$ cat config.mk
export PLATFORM = sky130hd
export DESIGN_NAME = rename_unit
export DESIGN_NICKNAME = d
export VERILOG_FILES = /design/src/rename_pkg.sv /design/src/rename_ifs.sv /design/src/free_list.sv /design/src/map_table.sv /design/src/rename_ctrl.sv /design/src/rename_unit.sv
export SDC_FILE = /design/constraint.sdc
export NUM_CORES = 1
export LEC_CHECK = 0
export ABC_AREA = 1
export ABC_CLOCK_PERIOD_IN_PS = 6850
export BUFFER_PORTS_ARGS = -buffer_cell sky130_fd_sc_hd__buf_2
export CELL_PAD_IN_SITES_DETAIL_PLACEMENT = 1
export CELL_PAD_IN_SITES_GLOBAL_PLACEMENT = 1
export CORE_MARGIN = 4
export CORE_UTILIZATION = 40
export DETAILED_ROUTE_END_ITERATION = 6
export PLACE_DENSITY_LB_ADDON = 0.15
export SLEW_MARGIN = 20
export SYNTH_ARGS = -nofsm -noshare
export SYNTH_HDL_FRONTEND = slang
export SYNTH_SLANG_ARGS = --single-unit
export TNS_END_PERCENT = 30
$ cat constraint.sdc
create_clock -name clock -period 6.85 [get_ports clock]
set_input_delay 0.3425 -clock clock [delete_from_list [all_inputs] [get_ports clock]]
set_output_delay 0.3425 -clock clock [all_outputs]
set_load 0.02 [all_outputs]
$ cat src/rename_pkg.sv
package rename_pkg;

  //////////////////////////////////////////////////////////////////////
  // Default sizes handed down by the top level
  //////////////////////////////////////////////////////////////////////

  // Micro-ops renamed per group
  localparam int RENAME_WIDTH_DEF = 2;

  // Architectural integer registers
  localparam int ARCH_REGS_DEF = 16;

  // Physical integer registers
  // Index 0 is never allocated
  localparam int PHYS_REGS_DEF = 32;

  // Branch checkpoint slots
  localparam int CKPT_COUNT_DEF = 4;

  //////////////////////////////////////////////////////////////////////
  // Encodings
  //////////////////////////////////////////////////////////////////////

  // Per-lane micro-op kind
  // A write to architectural register 0 behaves as OP_NODEST
  typedef enum logic [1:0] {
    OP_NONE   = 2'd0,
    OP_NODEST = 2'd1,
    OP_WRITE  = 2'd2,
    OP_BRANCH = 2'd3
  } op_kind_e;

  // Controller state
  // One recover cycle follows each restore
  typedef enum logic {
    CTRL_RUN     = 1'b0,
    CTRL_RECOVER = 1'b1
  } ctrl_state_e;

endpackage

$ cat src/rename_ifs.sv
`timescale 1ns/1ps

// Allocation request and grant between controller and free list
interface alloc_if #(
  parameter int RENAME_WIDTH = 2,
  parameter int PHYS_REGS    = 32
);

  localparam int PW = $clog2(PHYS_REGS);

  logic [RENAME_WIDTH-1:0]         req;
  logic                            fire;
  logic                            ok;
  logic [RENAME_WIDTH-1:0][PW-1:0] preg;

  modport ctrl (output req, output fire, input ok, input preg);
  modport list (input req, input fire, output ok, output preg);

endinterface

// Checkpoint take and restore, fanned out to free list and map table
interface ckpt_if #(
  parameter int CKPT_COUNT = 4
);

  localparam int CW = $clog2(CKPT_COUNT);

  logic          take;
  logic [CW-1:0] take_id;
  logic          restore;
  logic [CW-1:0] restore_id;

  modport src (output take, output take_id, output restore, output restore_id);
  modport sink (input take, input take_id, input restore, input restore_id);

endinterface

$ cat src/free_list.sv
`timescale 1ns/1ps

module free_list #(
  parameter int RENAME_WIDTH = rename_pkg::RENAME_WIDTH_DEF,
  parameter int ARCH_REGS    = rename_pkg::ARCH_REGS_DEF,
  parameter int PHYS_REGS    = rename_pkg::PHYS_REGS_DEF,
  parameter int CKPT_COUNT   = rename_pkg::CKPT_COUNT_DEF,
  localparam int PW          = $clog2(PHYS_REGS)
) (
  input  logic                            clock,
  input  logic                            reset,
  alloc_if.list                           alloc,
  ckpt_if.sink                            ckpt,
  input  logic [RENAME_WIDTH-1:0]         commit_valid,
  input  logic [RENAME_WIDTH-1:0][PW-1:0] commit_preg
);

  localparam int CW = $clog2(CKPT_COUNT);

  // One bit per physical register, set means busy
  logic [PHYS_REGS-1:0] busy;
  logic [PHYS_REGS-1:0] ckpt_busy [CKPT_COUNT];

  logic [PHYS_REGS-1:0] free_mask;
  logic [PHYS_REGS-1:0] busy_merged;
  logic [PHYS_REGS-1:0] busy_alloc;
  logic [PHYS_REGS-1:0] busy_next;

  // Registers returned by commit this cycle
  always_comb begin
    free_mask = '0;
    for (int l = 0; l < RENAME_WIDTH; l++) begin
      if (commit_valid[l]) begin
        free_mask[commit_preg[l]] = 1'b1;
      end
    end
  end

  // Lowest free index per requesting lane, lanes in order
  always_comb begin
    logic found;
    found       = 1'b0;
    busy_merged = busy & ~free_mask;
    busy_alloc  = busy_merged;
    alloc.ok    = 1'b1;
    for (int l = 0; l < RENAME_WIDTH; l++) begin
      found         = 1'b0;
      alloc.preg[l] = '0;
      if (alloc.req[l]) begin
        for (int i = 0; i < PHYS_REGS; i++) begin
          if (!found && !busy_alloc[i]) begin
            found         = 1'b1;
            alloc.preg[l] = PW'(i);
            busy_alloc[i] = 1'b1;
          end
        end
        // Not enough free registers for the whole group
        if (!found) begin
          alloc.ok = 1'b0;
        end
      end
    end
  end

  assign busy_next = alloc.fire ? busy_alloc : busy_merged;

  always_ff @(posedge clock) begin
    if (reset) begin
      for (int i = 0; i < PHYS_REGS; i++) begin
        busy[i] <= (i < ARCH_REGS);
      end
    end else if (ckpt.restore) begin
      busy <= ckpt_busy[ckpt.restore_id] & ~free_mask;
    end else begin
      busy <= busy_next;
    end
  end

  // Checkpoint copies
  // Commits clear their bits in every copy
  always_ff @(posedge clock) begin
    for (int s = 0; s < CKPT_COUNT; s++) begin
      if (ckpt.take && !ckpt.restore && ckpt.take_id == CW'(s)) begin
        ckpt_busy[s] <= busy_next;
      end else begin
        ckpt_busy[s] <= ckpt_busy[s] & ~free_mask;
      end
    end
  end

  for (genvar g = 0; g < RENAME_WIDTH; g++) begin : g_check
    // Register 0 stays reserved for architectural register 0
    assert property (@(posedge clock) disable iff (reset)
      (alloc.fire && alloc.req[g]) |-> (alloc.preg[g] != '0));
    // Commit only returns registers that were handed out
    assert property (@(posedge clock) disable iff (reset)
      commit_valid[g] |-> busy[commit_preg[g]]);
  end

endmodule

$ cat src/map_table.sv
`timescale 1ns/1ps

module map_table #(
  parameter int RENAME_WIDTH = rename_pkg::RENAME_WIDTH_DEF,
  parameter int ARCH_REGS    = rename_pkg::ARCH_REGS_DEF,
  parameter int PHYS_REGS    = rename_pkg::PHYS_REGS_DEF,
  parameter int CKPT_COUNT   = rename_pkg::CKPT_COUNT_DEF,
  localparam int AW          = $clog2(ARCH_REGS),
  localparam int PW          = $clog2(PHYS_REGS)
) (
  input  logic                                  clock,
  input  logic                                  reset,
  ckpt_if.sink                                  ckpt,
  input  logic                                  fire,
  input  rename_pkg::op_kind_e [RENAME_WIDTH-1:0] kind,
  input  logic [RENAME_WIDTH-1:0][AW-1:0]       dest,
  input  logic [RENAME_WIDTH-1:0][AW-1:0]       src1,
  input  logic [RENAME_WIDTH-1:0][AW-1:0]       src2,
  input  logic [RENAME_WIDTH-1:0][PW-1:0]       new_preg,
  output logic [RENAME_WIDTH-1:0][PW-1:0]       psrc1,
  output logic [RENAME_WIDTH-1:0][PW-1:0]       psrc2,
  output logic [RENAME_WIDTH-1:0][PW-1:0]       old_pdest
);

  import rename_pkg::*;

  logic [PW-1:0] map      [ARCH_REGS];
  logic [PW-1:0] map_next [ARCH_REGS];
  logic [PW-1:0] ckpt_map [CKPT_COUNT][ARCH_REGS];

  logic [RENAME_WIDTH-1:0] writes;

  // Lanes that write a destination other than r0
  always_comb begin
    for (int l = 0; l < RENAME_WIDTH; l++) begin
      writes[l] = (kind[l] == OP_WRITE) && (dest[l] != '0);
    end
  end

  // Table read, then bypass from earlier writers in the group
  always_comb begin
    for (int l = 0; l < RENAME_WIDTH; l++) begin
      psrc1[l]     = map[src1[l]];
      psrc2[l]     = map[src2[l]];
      old_pdest[l] = map[dest[l]];
      // Later matching lane overrides an earlier one
      for (int j = 0; j < l; j++) begin
        if (writes[j] && dest[j] == src1[l]) begin
          psrc1[l] = new_preg[j];
        end
        if (writes[j] && dest[j] == src2[l]) begin
          psrc2[l] = new_preg[j];
        end
        if (writes[j] && dest[j] == dest[l]) begin
          old_pdest[l] = new_preg[j];
        end
      end
    end
  end

  always_comb begin
    map_next = map;
    if (fire) begin
      for (int l = 0; l < RENAME_WIDTH; l++) begin
        if (writes[l]) begin
          map_next[dest[l]] = new_preg[l];
        end
      end
    end
  end

  always_ff @(posedge clock) begin
    if (reset) begin
      for (int a = 0; a < ARCH_REGS; a++) begin
        map[a] <= PW'(a);
      end
    end else if (ckpt.restore) begin
      map <= ckpt_map[ckpt.restore_id];
    end else begin
      map <= map_next;
    end
  end

  // Snapshot includes the branch group's own writes
  always_ff @(posedge clock) begin
    if (ckpt.take && !ckpt.restore) begin
      ckpt_map[ckpt.take_id] <= map_next;
    end
  end

  assert property (@(posedge clock) disable iff (reset) map[0] == '0);

endmodule

$ cat src/rename_ctrl.sv
`timescale 1ns/1ps

module rename_ctrl #(
  parameter int RENAME_WIDTH = rename_pkg::RENAME_WIDTH_DEF,
  parameter int ARCH_REGS    = rename_pkg::ARCH_REGS_DEF,
  parameter int PHYS_REGS    = rename_pkg::PHYS_REGS_DEF,
  parameter int CKPT_COUNT   = rename_pkg::CKPT_COUNT_DEF,
  localparam int AW          = $clog2(ARCH_REGS),
  localparam int PW          = $clog2(PHYS_REGS),
  localparam int CW          = $clog2(CKPT_COUNT)
) (
  input  logic                                  clock,
  input  logic                                  reset,
  input  logic                                  in_valid,
  input  rename_pkg::op_kind_e [RENAME_WIDTH-1:0] in_kind,
  input  logic [RENAME_WIDTH-1:0][AW-1:0]       in_dest,
  output logic                                  in_ready,
  input  logic                                  out_ready,
  output logic                                  out_valid,
  output logic [RENAME_WIDTH-1:0][PW-1:0]       out_psrc1,
  output logic [RENAME_WIDTH-1:0][PW-1:0]       out_psrc2,
  output logic [RENAME_WIDTH-1:0][PW-1:0]       out_pdest,
  output logic [RENAME_WIDTH-1:0][PW-1:0]       out_old_pdest,
  output logic                                  out_ckpt_valid,
  output logic [CW-1:0]                         out_ckpt_id,
  input  logic [RENAME_WIDTH-1:0][PW-1:0]       psrc1,
  input  logic [RENAME_WIDTH-1:0][PW-1:0]       psrc2,
  input  logic [RENAME_WIDTH-1:0][PW-1:0]       old_pdest,
  alloc_if.ctrl                                 alloc,
  ckpt_if.src                                   ckpt,
  input  logic                                  resolve_valid,
  input  logic [CW-1:0]                         resolve_cp,
  input  logic                                  recover_valid,
  input  logic [CW-1:0]                         recover_cp
);

  import rename_pkg::*;

  ctrl_state_e state;

  logic [CKPT_COUNT-1:0] slot_busy;
  // older[i][j] set when slot j was taken before slot i
  logic [CKPT_COUNT-1:0] older [CKPT_COUNT];
  logic [CW-1:0]         free_id;
  logic                  slot_avail;

  logic has_branch;
  logic out_take;
  logic fire;

  //////////////////////////////////////////////////////////////////////
  // Acceptance
  //////////////////////////////////////////////////////////////////////

  always_comb begin
    has_branch = 1'b0;
    for (int l = 0; l < RENAME_WIDTH; l++) begin
      alloc.req[l] = (in_kind[l] == OP_WRITE) && (in_dest[l] != '0);
      if (in_kind[l] == OP_BRANCH) begin
        has_branch = 1'b1;
      end
    end
  end

  // Lowest free checkpoint slot
  always_comb begin
    slot_avail = 1'b0;
    free_id    = '0;
    for (int s = CKPT_COUNT - 1; s >= 0; s--) begin
      if (!slot_busy[s]) begin
        slot_avail = 1'b1;
        free_id    = CW'(s);
      end
    end
  end

  assign out_take = !out_valid || out_ready;
  assign in_ready = (state == CTRL_RUN) && !recover_valid && out_take && alloc.ok &&
                    (!has_branch || slot_avail);
  assign fire     = in_valid && in_ready;

  assign alloc.fire      = fire;
  assign ckpt.take       = fire && has_branch;
  assign ckpt.take_id    = free_id;
  assign ckpt.restore    = recover_valid;
  assign ckpt.restore_id = recover_cp;

  always_ff @(posedge clock) begin
    if (reset) begin
      state <= CTRL_RUN;
    end else if (recover_valid) begin
      state <= CTRL_RECOVER;
    end else begin
      state <= CTRL_RUN;
    end
  end

  //////////////////////////////////////////////////////////////////////
  // Checkpoint slots and age order
  //////////////////////////////////////////////////////////////////////

  always_ff @(posedge clock) begin
    if (reset) begin
      slot_busy <= '0;
      for (int s = 0; s < CKPT_COUNT; s++) begin
        older[s] <= '0;
      end
    end else begin
      for (int s = 0; s < CKPT_COUNT; s++) begin
        // Recover drops the slot and everything younger
        if (recover_valid && (CW'(s) == recover_cp || older[s][recover_cp])) begin
          slot_busy[s] <= 1'b0;
        end else if (resolve_valid && CW'(s) == resolve_cp) begin
          slot_busy[s] <= 1'b0;
        end else if (ckpt.take && ckpt.take_id == CW'(s)) begin
          slot_busy[s] <= 1'b1;
        end
        if (ckpt.take) begin
          if (ckpt.take_id == CW'(s)) begin
            older[s] <= slot_busy;
          end else begin
            older[s][ckpt.take_id] <= 1'b0;
          end
        end
      end
    end
  end

  //////////////////////////////////////////////////////////////////////
  // Output register
  //////////////////////////////////////////////////////////////////////

  always_ff @(posedge clock) begin
    if (reset || recover_valid) begin
      out_valid <= 1'b0;
    end else if (out_take) begin
      out_valid <= fire;
    end
  end

  always_ff @(posedge clock) begin
    if (fire) begin
      out_psrc1      <= psrc1;
      out_psrc2      <= psrc2;
      out_ckpt_valid <= has_branch;
      out_ckpt_id    <= free_id;
      for (int l = 0; l < RENAME_WIDTH; l++) begin
        out_pdest[l]     <= alloc.req[l] ? alloc.preg[l] : '0;
        out_old_pdest[l] <= alloc.req[l] ? old_pdest[l] : '0;
      end
    end
  end

  assert property (@(posedge clock) disable iff (reset) alloc.fire |-> alloc.ok);
  assert property (@(posedge clock) disable iff (reset) ckpt.take |-> !slot_busy[ckpt.take_id]);

endmodule

$ cat src/rename_unit.sv
`timescale 1ns/1ps

module rename_unit #(
  parameter int RENAME_WIDTH = rename_pkg::RENAME_WIDTH_DEF,
  parameter int ARCH_REGS    = rename_pkg::ARCH_REGS_DEF,
  parameter int PHYS_REGS    = rename_pkg::PHYS_REGS_DEF,
  parameter int CKPT_COUNT   = rename_pkg::CKPT_COUNT_DEF,
  localparam int AW          = $clog2(ARCH_REGS),
  localparam int PW          = $clog2(PHYS_REGS),
  localparam int CW          = $clog2(CKPT_COUNT)
) (
  input  logic                                  clock,
  input  logic                                  reset,
  input  logic                                  in_valid,
  output logic                                  in_ready,
  input  rename_pkg::op_kind_e [RENAME_WIDTH-1:0] in_kind,
  input  logic [RENAME_WIDTH-1:0][AW-1:0]       in_dest,
  input  logic [RENAME_WIDTH-1:0][AW-1:0]       in_src1,
  input  logic [RENAME_WIDTH-1:0][AW-1:0]       in_src2,
  output logic                                  out_valid,
  input  logic                                  out_ready,
  output logic [RENAME_WIDTH-1:0][PW-1:0]       out_psrc1,
  output logic [RENAME_WIDTH-1:0][PW-1:0]       out_psrc2,
  output logic [RENAME_WIDTH-1:0][PW-1:0]       out_pdest,
  output logic [RENAME_WIDTH-1:0][PW-1:0]       out_old_pdest,
  output logic                                  out_ckpt_valid,
  output logic [CW-1:0]                         out_ckpt_id,
  input  logic [RENAME_WIDTH-1:0]               commit_valid,
  input  logic [RENAME_WIDTH-1:0][PW-1:0]       commit_preg,
  input  logic                                  resolve_valid,
  input  logic [CW-1:0]                         resolve_cp,
  input  logic                                  recover_valid,
  input  logic [CW-1:0]                         recover_cp
);

  // Renamed sources and old destinations from the map table
  logic [RENAME_WIDTH-1:0][PW-1:0] psrc1;
  logic [RENAME_WIDTH-1:0][PW-1:0] psrc2;
  logic [RENAME_WIDTH-1:0][PW-1:0] old_pdest;

  alloc_if #(.RENAME_WIDTH(RENAME_WIDTH), .PHYS_REGS(PHYS_REGS)) alloc_bus ();
  ckpt_if #(.CKPT_COUNT(CKPT_COUNT)) ckpt_bus ();

  rename_ctrl #(
    .RENAME_WIDTH(RENAME_WIDTH),
    .ARCH_REGS(ARCH_REGS),
    .PHYS_REGS(PHYS_REGS),
    .CKPT_COUNT(CKPT_COUNT)
  ) rename_ctrl_inst (
    .clock(clock),
    .reset(reset),
    .in_valid(in_valid),
    .in_kind(in_kind),
    .in_dest(in_dest),
    .in_ready(in_ready),
    .out_ready(out_ready),
    .out_valid(out_valid),
    .out_psrc1(out_psrc1),
    .out_psrc2(out_psrc2),
    .out_pdest(out_pdest),
    .out_old_pdest(out_old_pdest),
    .out_ckpt_valid(out_ckpt_valid),
    .out_ckpt_id(out_ckpt_id),
    .psrc1(psrc1),
    .psrc2(psrc2),
    .old_pdest(old_pdest),
    .alloc(alloc_bus.ctrl),
    .ckpt(ckpt_bus.src),
    .resolve_valid(resolve_valid),
    .resolve_cp(resolve_cp),
    .recover_valid(recover_valid),
    .recover_cp(recover_cp)
  );

  free_list #(
    .RENAME_WIDTH(RENAME_WIDTH),
    .ARCH_REGS(ARCH_REGS),
    .PHYS_REGS(PHYS_REGS),
    .CKPT_COUNT(CKPT_COUNT)
  ) free_list_inst (
    .clock(clock),
    .reset(reset),
    .alloc(alloc_bus.list),
    .ckpt(ckpt_bus.sink),
    .commit_valid(commit_valid),
    .commit_preg(commit_preg)
  );

  map_table #(
    .RENAME_WIDTH(RENAME_WIDTH),
    .ARCH_REGS(ARCH_REGS),
    .PHYS_REGS(PHYS_REGS),
    .CKPT_COUNT(CKPT_COUNT)
  ) map_table_inst (
    .clock(clock),
    .reset(reset),
    .ckpt(ckpt_bus.sink),
    .fire(alloc_bus.fire),
    .kind(in_kind),
    .dest(in_dest),
    .src1(in_src1),
    .src2(in_src2),
    .new_preg(alloc_bus.preg),
    .psrc1(psrc1),
    .psrc2(psrc2),
    .old_pdest(old_pdest)
  );

endmodule

==> reports/metrics.csv <==
metric;value;unit
run status;completed;
Yosys reg bits;621;
htree depth;3;
Congestion Overflow GR;0;
Compound-Gate Fraction of Synth Area;20.2;%
first-pass GRT wire length;193000;um
Top delay family on crit path;simple AND/OR/NAND/NOR gates;
P_sw;2.62;mW
CP Buf/Inv Count;4;
clk root buf;clkbuf_16;
Min Hold Slack;21.5;ps
Final Cycle Share;74.1;%
I/O Buffers;94;
Area contributors post-synth;edfxtp_1 35%, dfxtp_1 15%, nand2_1 9.5%;
power density cells;259;nW/um2
die width;291;um
CTS tree;done;
CORE AREA;79100;um2
initial DRC count;2754;
post-CTS resize count;0;
Placer Congestion;0.985;
full die area;84600;um2
final setup fails;0;
mapped cell area;32000;um2
Post CTS Setup Buffer Count;0;
clock network power share;42.2;%
number of synthesized flops with an enable pin;375;
Layout Nets;3907;
IO Pins;95;
minimum clock period;5080;ps
largest family of logic cells by synthesized area;simple AND/OR/NAND/NOR gates;
final-report hold violation count;0;
Post-DP HPWL;88200;um
Tightest Hold Check Type;input port to flip-flop;
Vias per Instance;6.00;
Yosys top cell area share;35.2;%
area leader, netlist;edfxtp_1;
most instantiated cells after synthesis;809 x nand2_1, 409 x o21ai_0, 391 x nand3_1, 375 x edfxtp_1, 341 x inv_1;
max-cap viol count;0;
switching part of the total;28.3;%
Clock Pin Slew Worst Setup and Hold Paths;60;ps
layout cells sized above 1;10.6;%
Avg Inst Size Synth;8.30;um2
Die Ht;291;um
multiplexer share of the synthesized area;0;%
detailed-route via count;29799;
final WL;129000;um
CP most frequent cell;nor2_2;
top-count cell post-synth;nand2_1;
TNS Setup;0;ps
DRC violations left;0;
simple-gate share of the synthesized area;21.5;%
CTS buffer count;72;
WP data arrival;5430;ps
TritonRoute pass-1 iters;5;
Post-Synth XOR/XNOR Area;0.219;%
Crit Path Class;flip-flop to flip-flop;
Int Power;6.65;mW
clock latency on the worst-skew pair;630;ps
slew margin rel.;25.4;%
number of antenna violations at the first check in global routing;4;
Setup Skew;26.4;ps
slowest stage cell on the critical path;buf_4;
clock sinks;621;
syn nets;3908;
Critical Path Max Stage Delay;620;ps
Tot GR Track Use;29.7;%
Slew Viols, Final;0;
vias in the first global route;29599;
Pleak;13.6;nW
number of synthesis warnings;0;
adder-cell share of the synthesized area;0;%
Area Growth Syn to Fin;11.9;%
Worst setup SP type;flip-flop;
sequential share of power;45.3;%
Comb pwr share;12.5;%
Worst setup EP type;flip-flop;
Cell variety after synth;58;
Slew @ Worst Pin;1120;ps
register area share after synthesis;50.6;%
Initial Util;40.4;%
largest net degree at the start of global routing;91;
Gate Count Post-Synth;3858;
Worst Path Required;7200;ps
CTS Hold Bufs;0;
most frequently used flop master after synthesis;edfxtp_1;
fmax;197;MHz
Worst VDD drop;0.197;mV
Post-DRT Antenna Nets;0;
# rows;103;
Clock Tree Buf Depth;3;
routed len/inst;26.0;um
worst-path maximum fanout;67;
Async S/R FF share, synth;0;%
unrepaired setup endpoints after global routing;false;
[per-stage QoR]
stage / std cells / cell area [um2] / util, % / setup WS (ps) / total power, mW
6_report: 4969 / 35800 / 45.3 / 1770 / 9.27
5_1_grt: 4969 / 35800 / 45.3 / 1180 / 9.59
4_1_cts: 4967 / 35800 / 45.3 / 1820 / 9.31
3_5_place_dp: 4833 / 33400 / 42.2 / 1230 / 5.40
3_3_place_gp: 4832 / 33400 / 42.2 / 1370 / 5.38
2_1_floorplan: 3858 / 32000 / - / 1680 / 4.93
[layout by cell type (no fill, tap or decap), types with 15 or more instances in the layout]
master / netlist / routed
a21oi_1: 287 / 287
a221oi_1: 20 / 20
a22oi_1: 121 / 121
a41oi_1: 15 / 15
buf_2: 37 / 94
buf_4: 5 / 49
clkbuf_16: 0 / 76
dfxtp_1: 246 / 246
edfxtp_1: 375 / 375
inv_1: 341 / 335
inv_2: 24 / 26
nand2_1: 809 / 805
nand2_2: 16 / 20
nand3_1: 391 / 391
nand4_1: 65 / 65
nor2_1: 145 / 137
nor2_2: 29 / 30
nor2_4: 9 / 16
nor3_1: 26 / 26
o21ai_0: 409 / 409
o21ai_1: 57 / 57
o221ai_1: 35 / 35
o22ai_1: 74 / 74
[sequential cells by signal (all words and copies together) (netlist names)]
register	cells
free_list_inst.busy	32
free_list_inst.ckpt_busy	128
map_table_inst.ckpt_map	320
map_table_inst.map	80
rename_ctrl_inst.older	12
rename_ctrl_inst.out_ckpt_id	2
rename_ctrl_inst.out_ckpt_valid	1
rename_ctrl_inst.out_old_pdest	10
rename_ctrl_inst.out_pdest	10
rename_ctrl_inst.out_psrc1	10
rename_ctrl_inst.out_psrc2	10
rename_ctrl_inst.out_valid	1
rename_ctrl_inst.slot_busy	4
rename_ctrl_inst.state	1
[cell type report]
class	instances	area, um2
diodes	2	5.00
clock buffers	98	2060
clock inverters	36	362
fillers	9452	43300
inverters	372	1410
multi-input cells	2640	13500
flip-flops and latches	621	16200
well taps	1050	1310
repair buffers	150	978
[power groups by stage]
stage	Sequential (mW)	Combinational [mW]	Clock (mW)
after detailed placement	4.27	1.13	0
after floorplan	4.24	0.691	0
after global placement	4.27	1.11	0
after CTS	4.19	1.14	3.99
after global routing	4.20	1.26	4.13
final	4.20	1.16	3.91
[worst paths after layout]
path | startpoint | end | slack (ps) | depth (start not counted)
hold reg to reg | free_list_inst.ckpt_busy[3][11] | free_list_inst.ckpt_busy[3][11] | 470 | 2
setup / recovery | free_list_inst.busy[1] | rename_ctrl_inst.older[0][3] | 1770 | 28
setup reg to reg | free_list_inst.busy[1] | rename_ctrl_inst.older[0][3] | 1770 | 28
hold / removal | out_ready | rename_ctrl_inst.out_valid | 20 | 4
[tightest hold or removal path, cell delays in order]
cell and delay (ps):
buf_2 70, inv_1 60, nand2_1 60, a21oi_1 50
[per-layer routing]
layer / up-vias / part of all wire [%] / track usage [%]
met2: 1146 / 44 / 45.5
met1: 14779 / 45 / 41.7
met4: 2 / 3.8 / 10.2
li1: 13602 / - / -
met3: 270 / 7.8 / 6.26
met5: - / 0.0077 / 0
[logic make-up (layout without fill, tap and decap cells)]
logic type | after synthesis | after routing
simple gates | 1531 | 1531
compound gates | 1101 | 1101
flops | 621 | 621
buf+inv | 597 | 656
xor+xnor | 8 | 8
other cells | 0 | 2
Note: power is estimated with default switching activity, not from simulation.
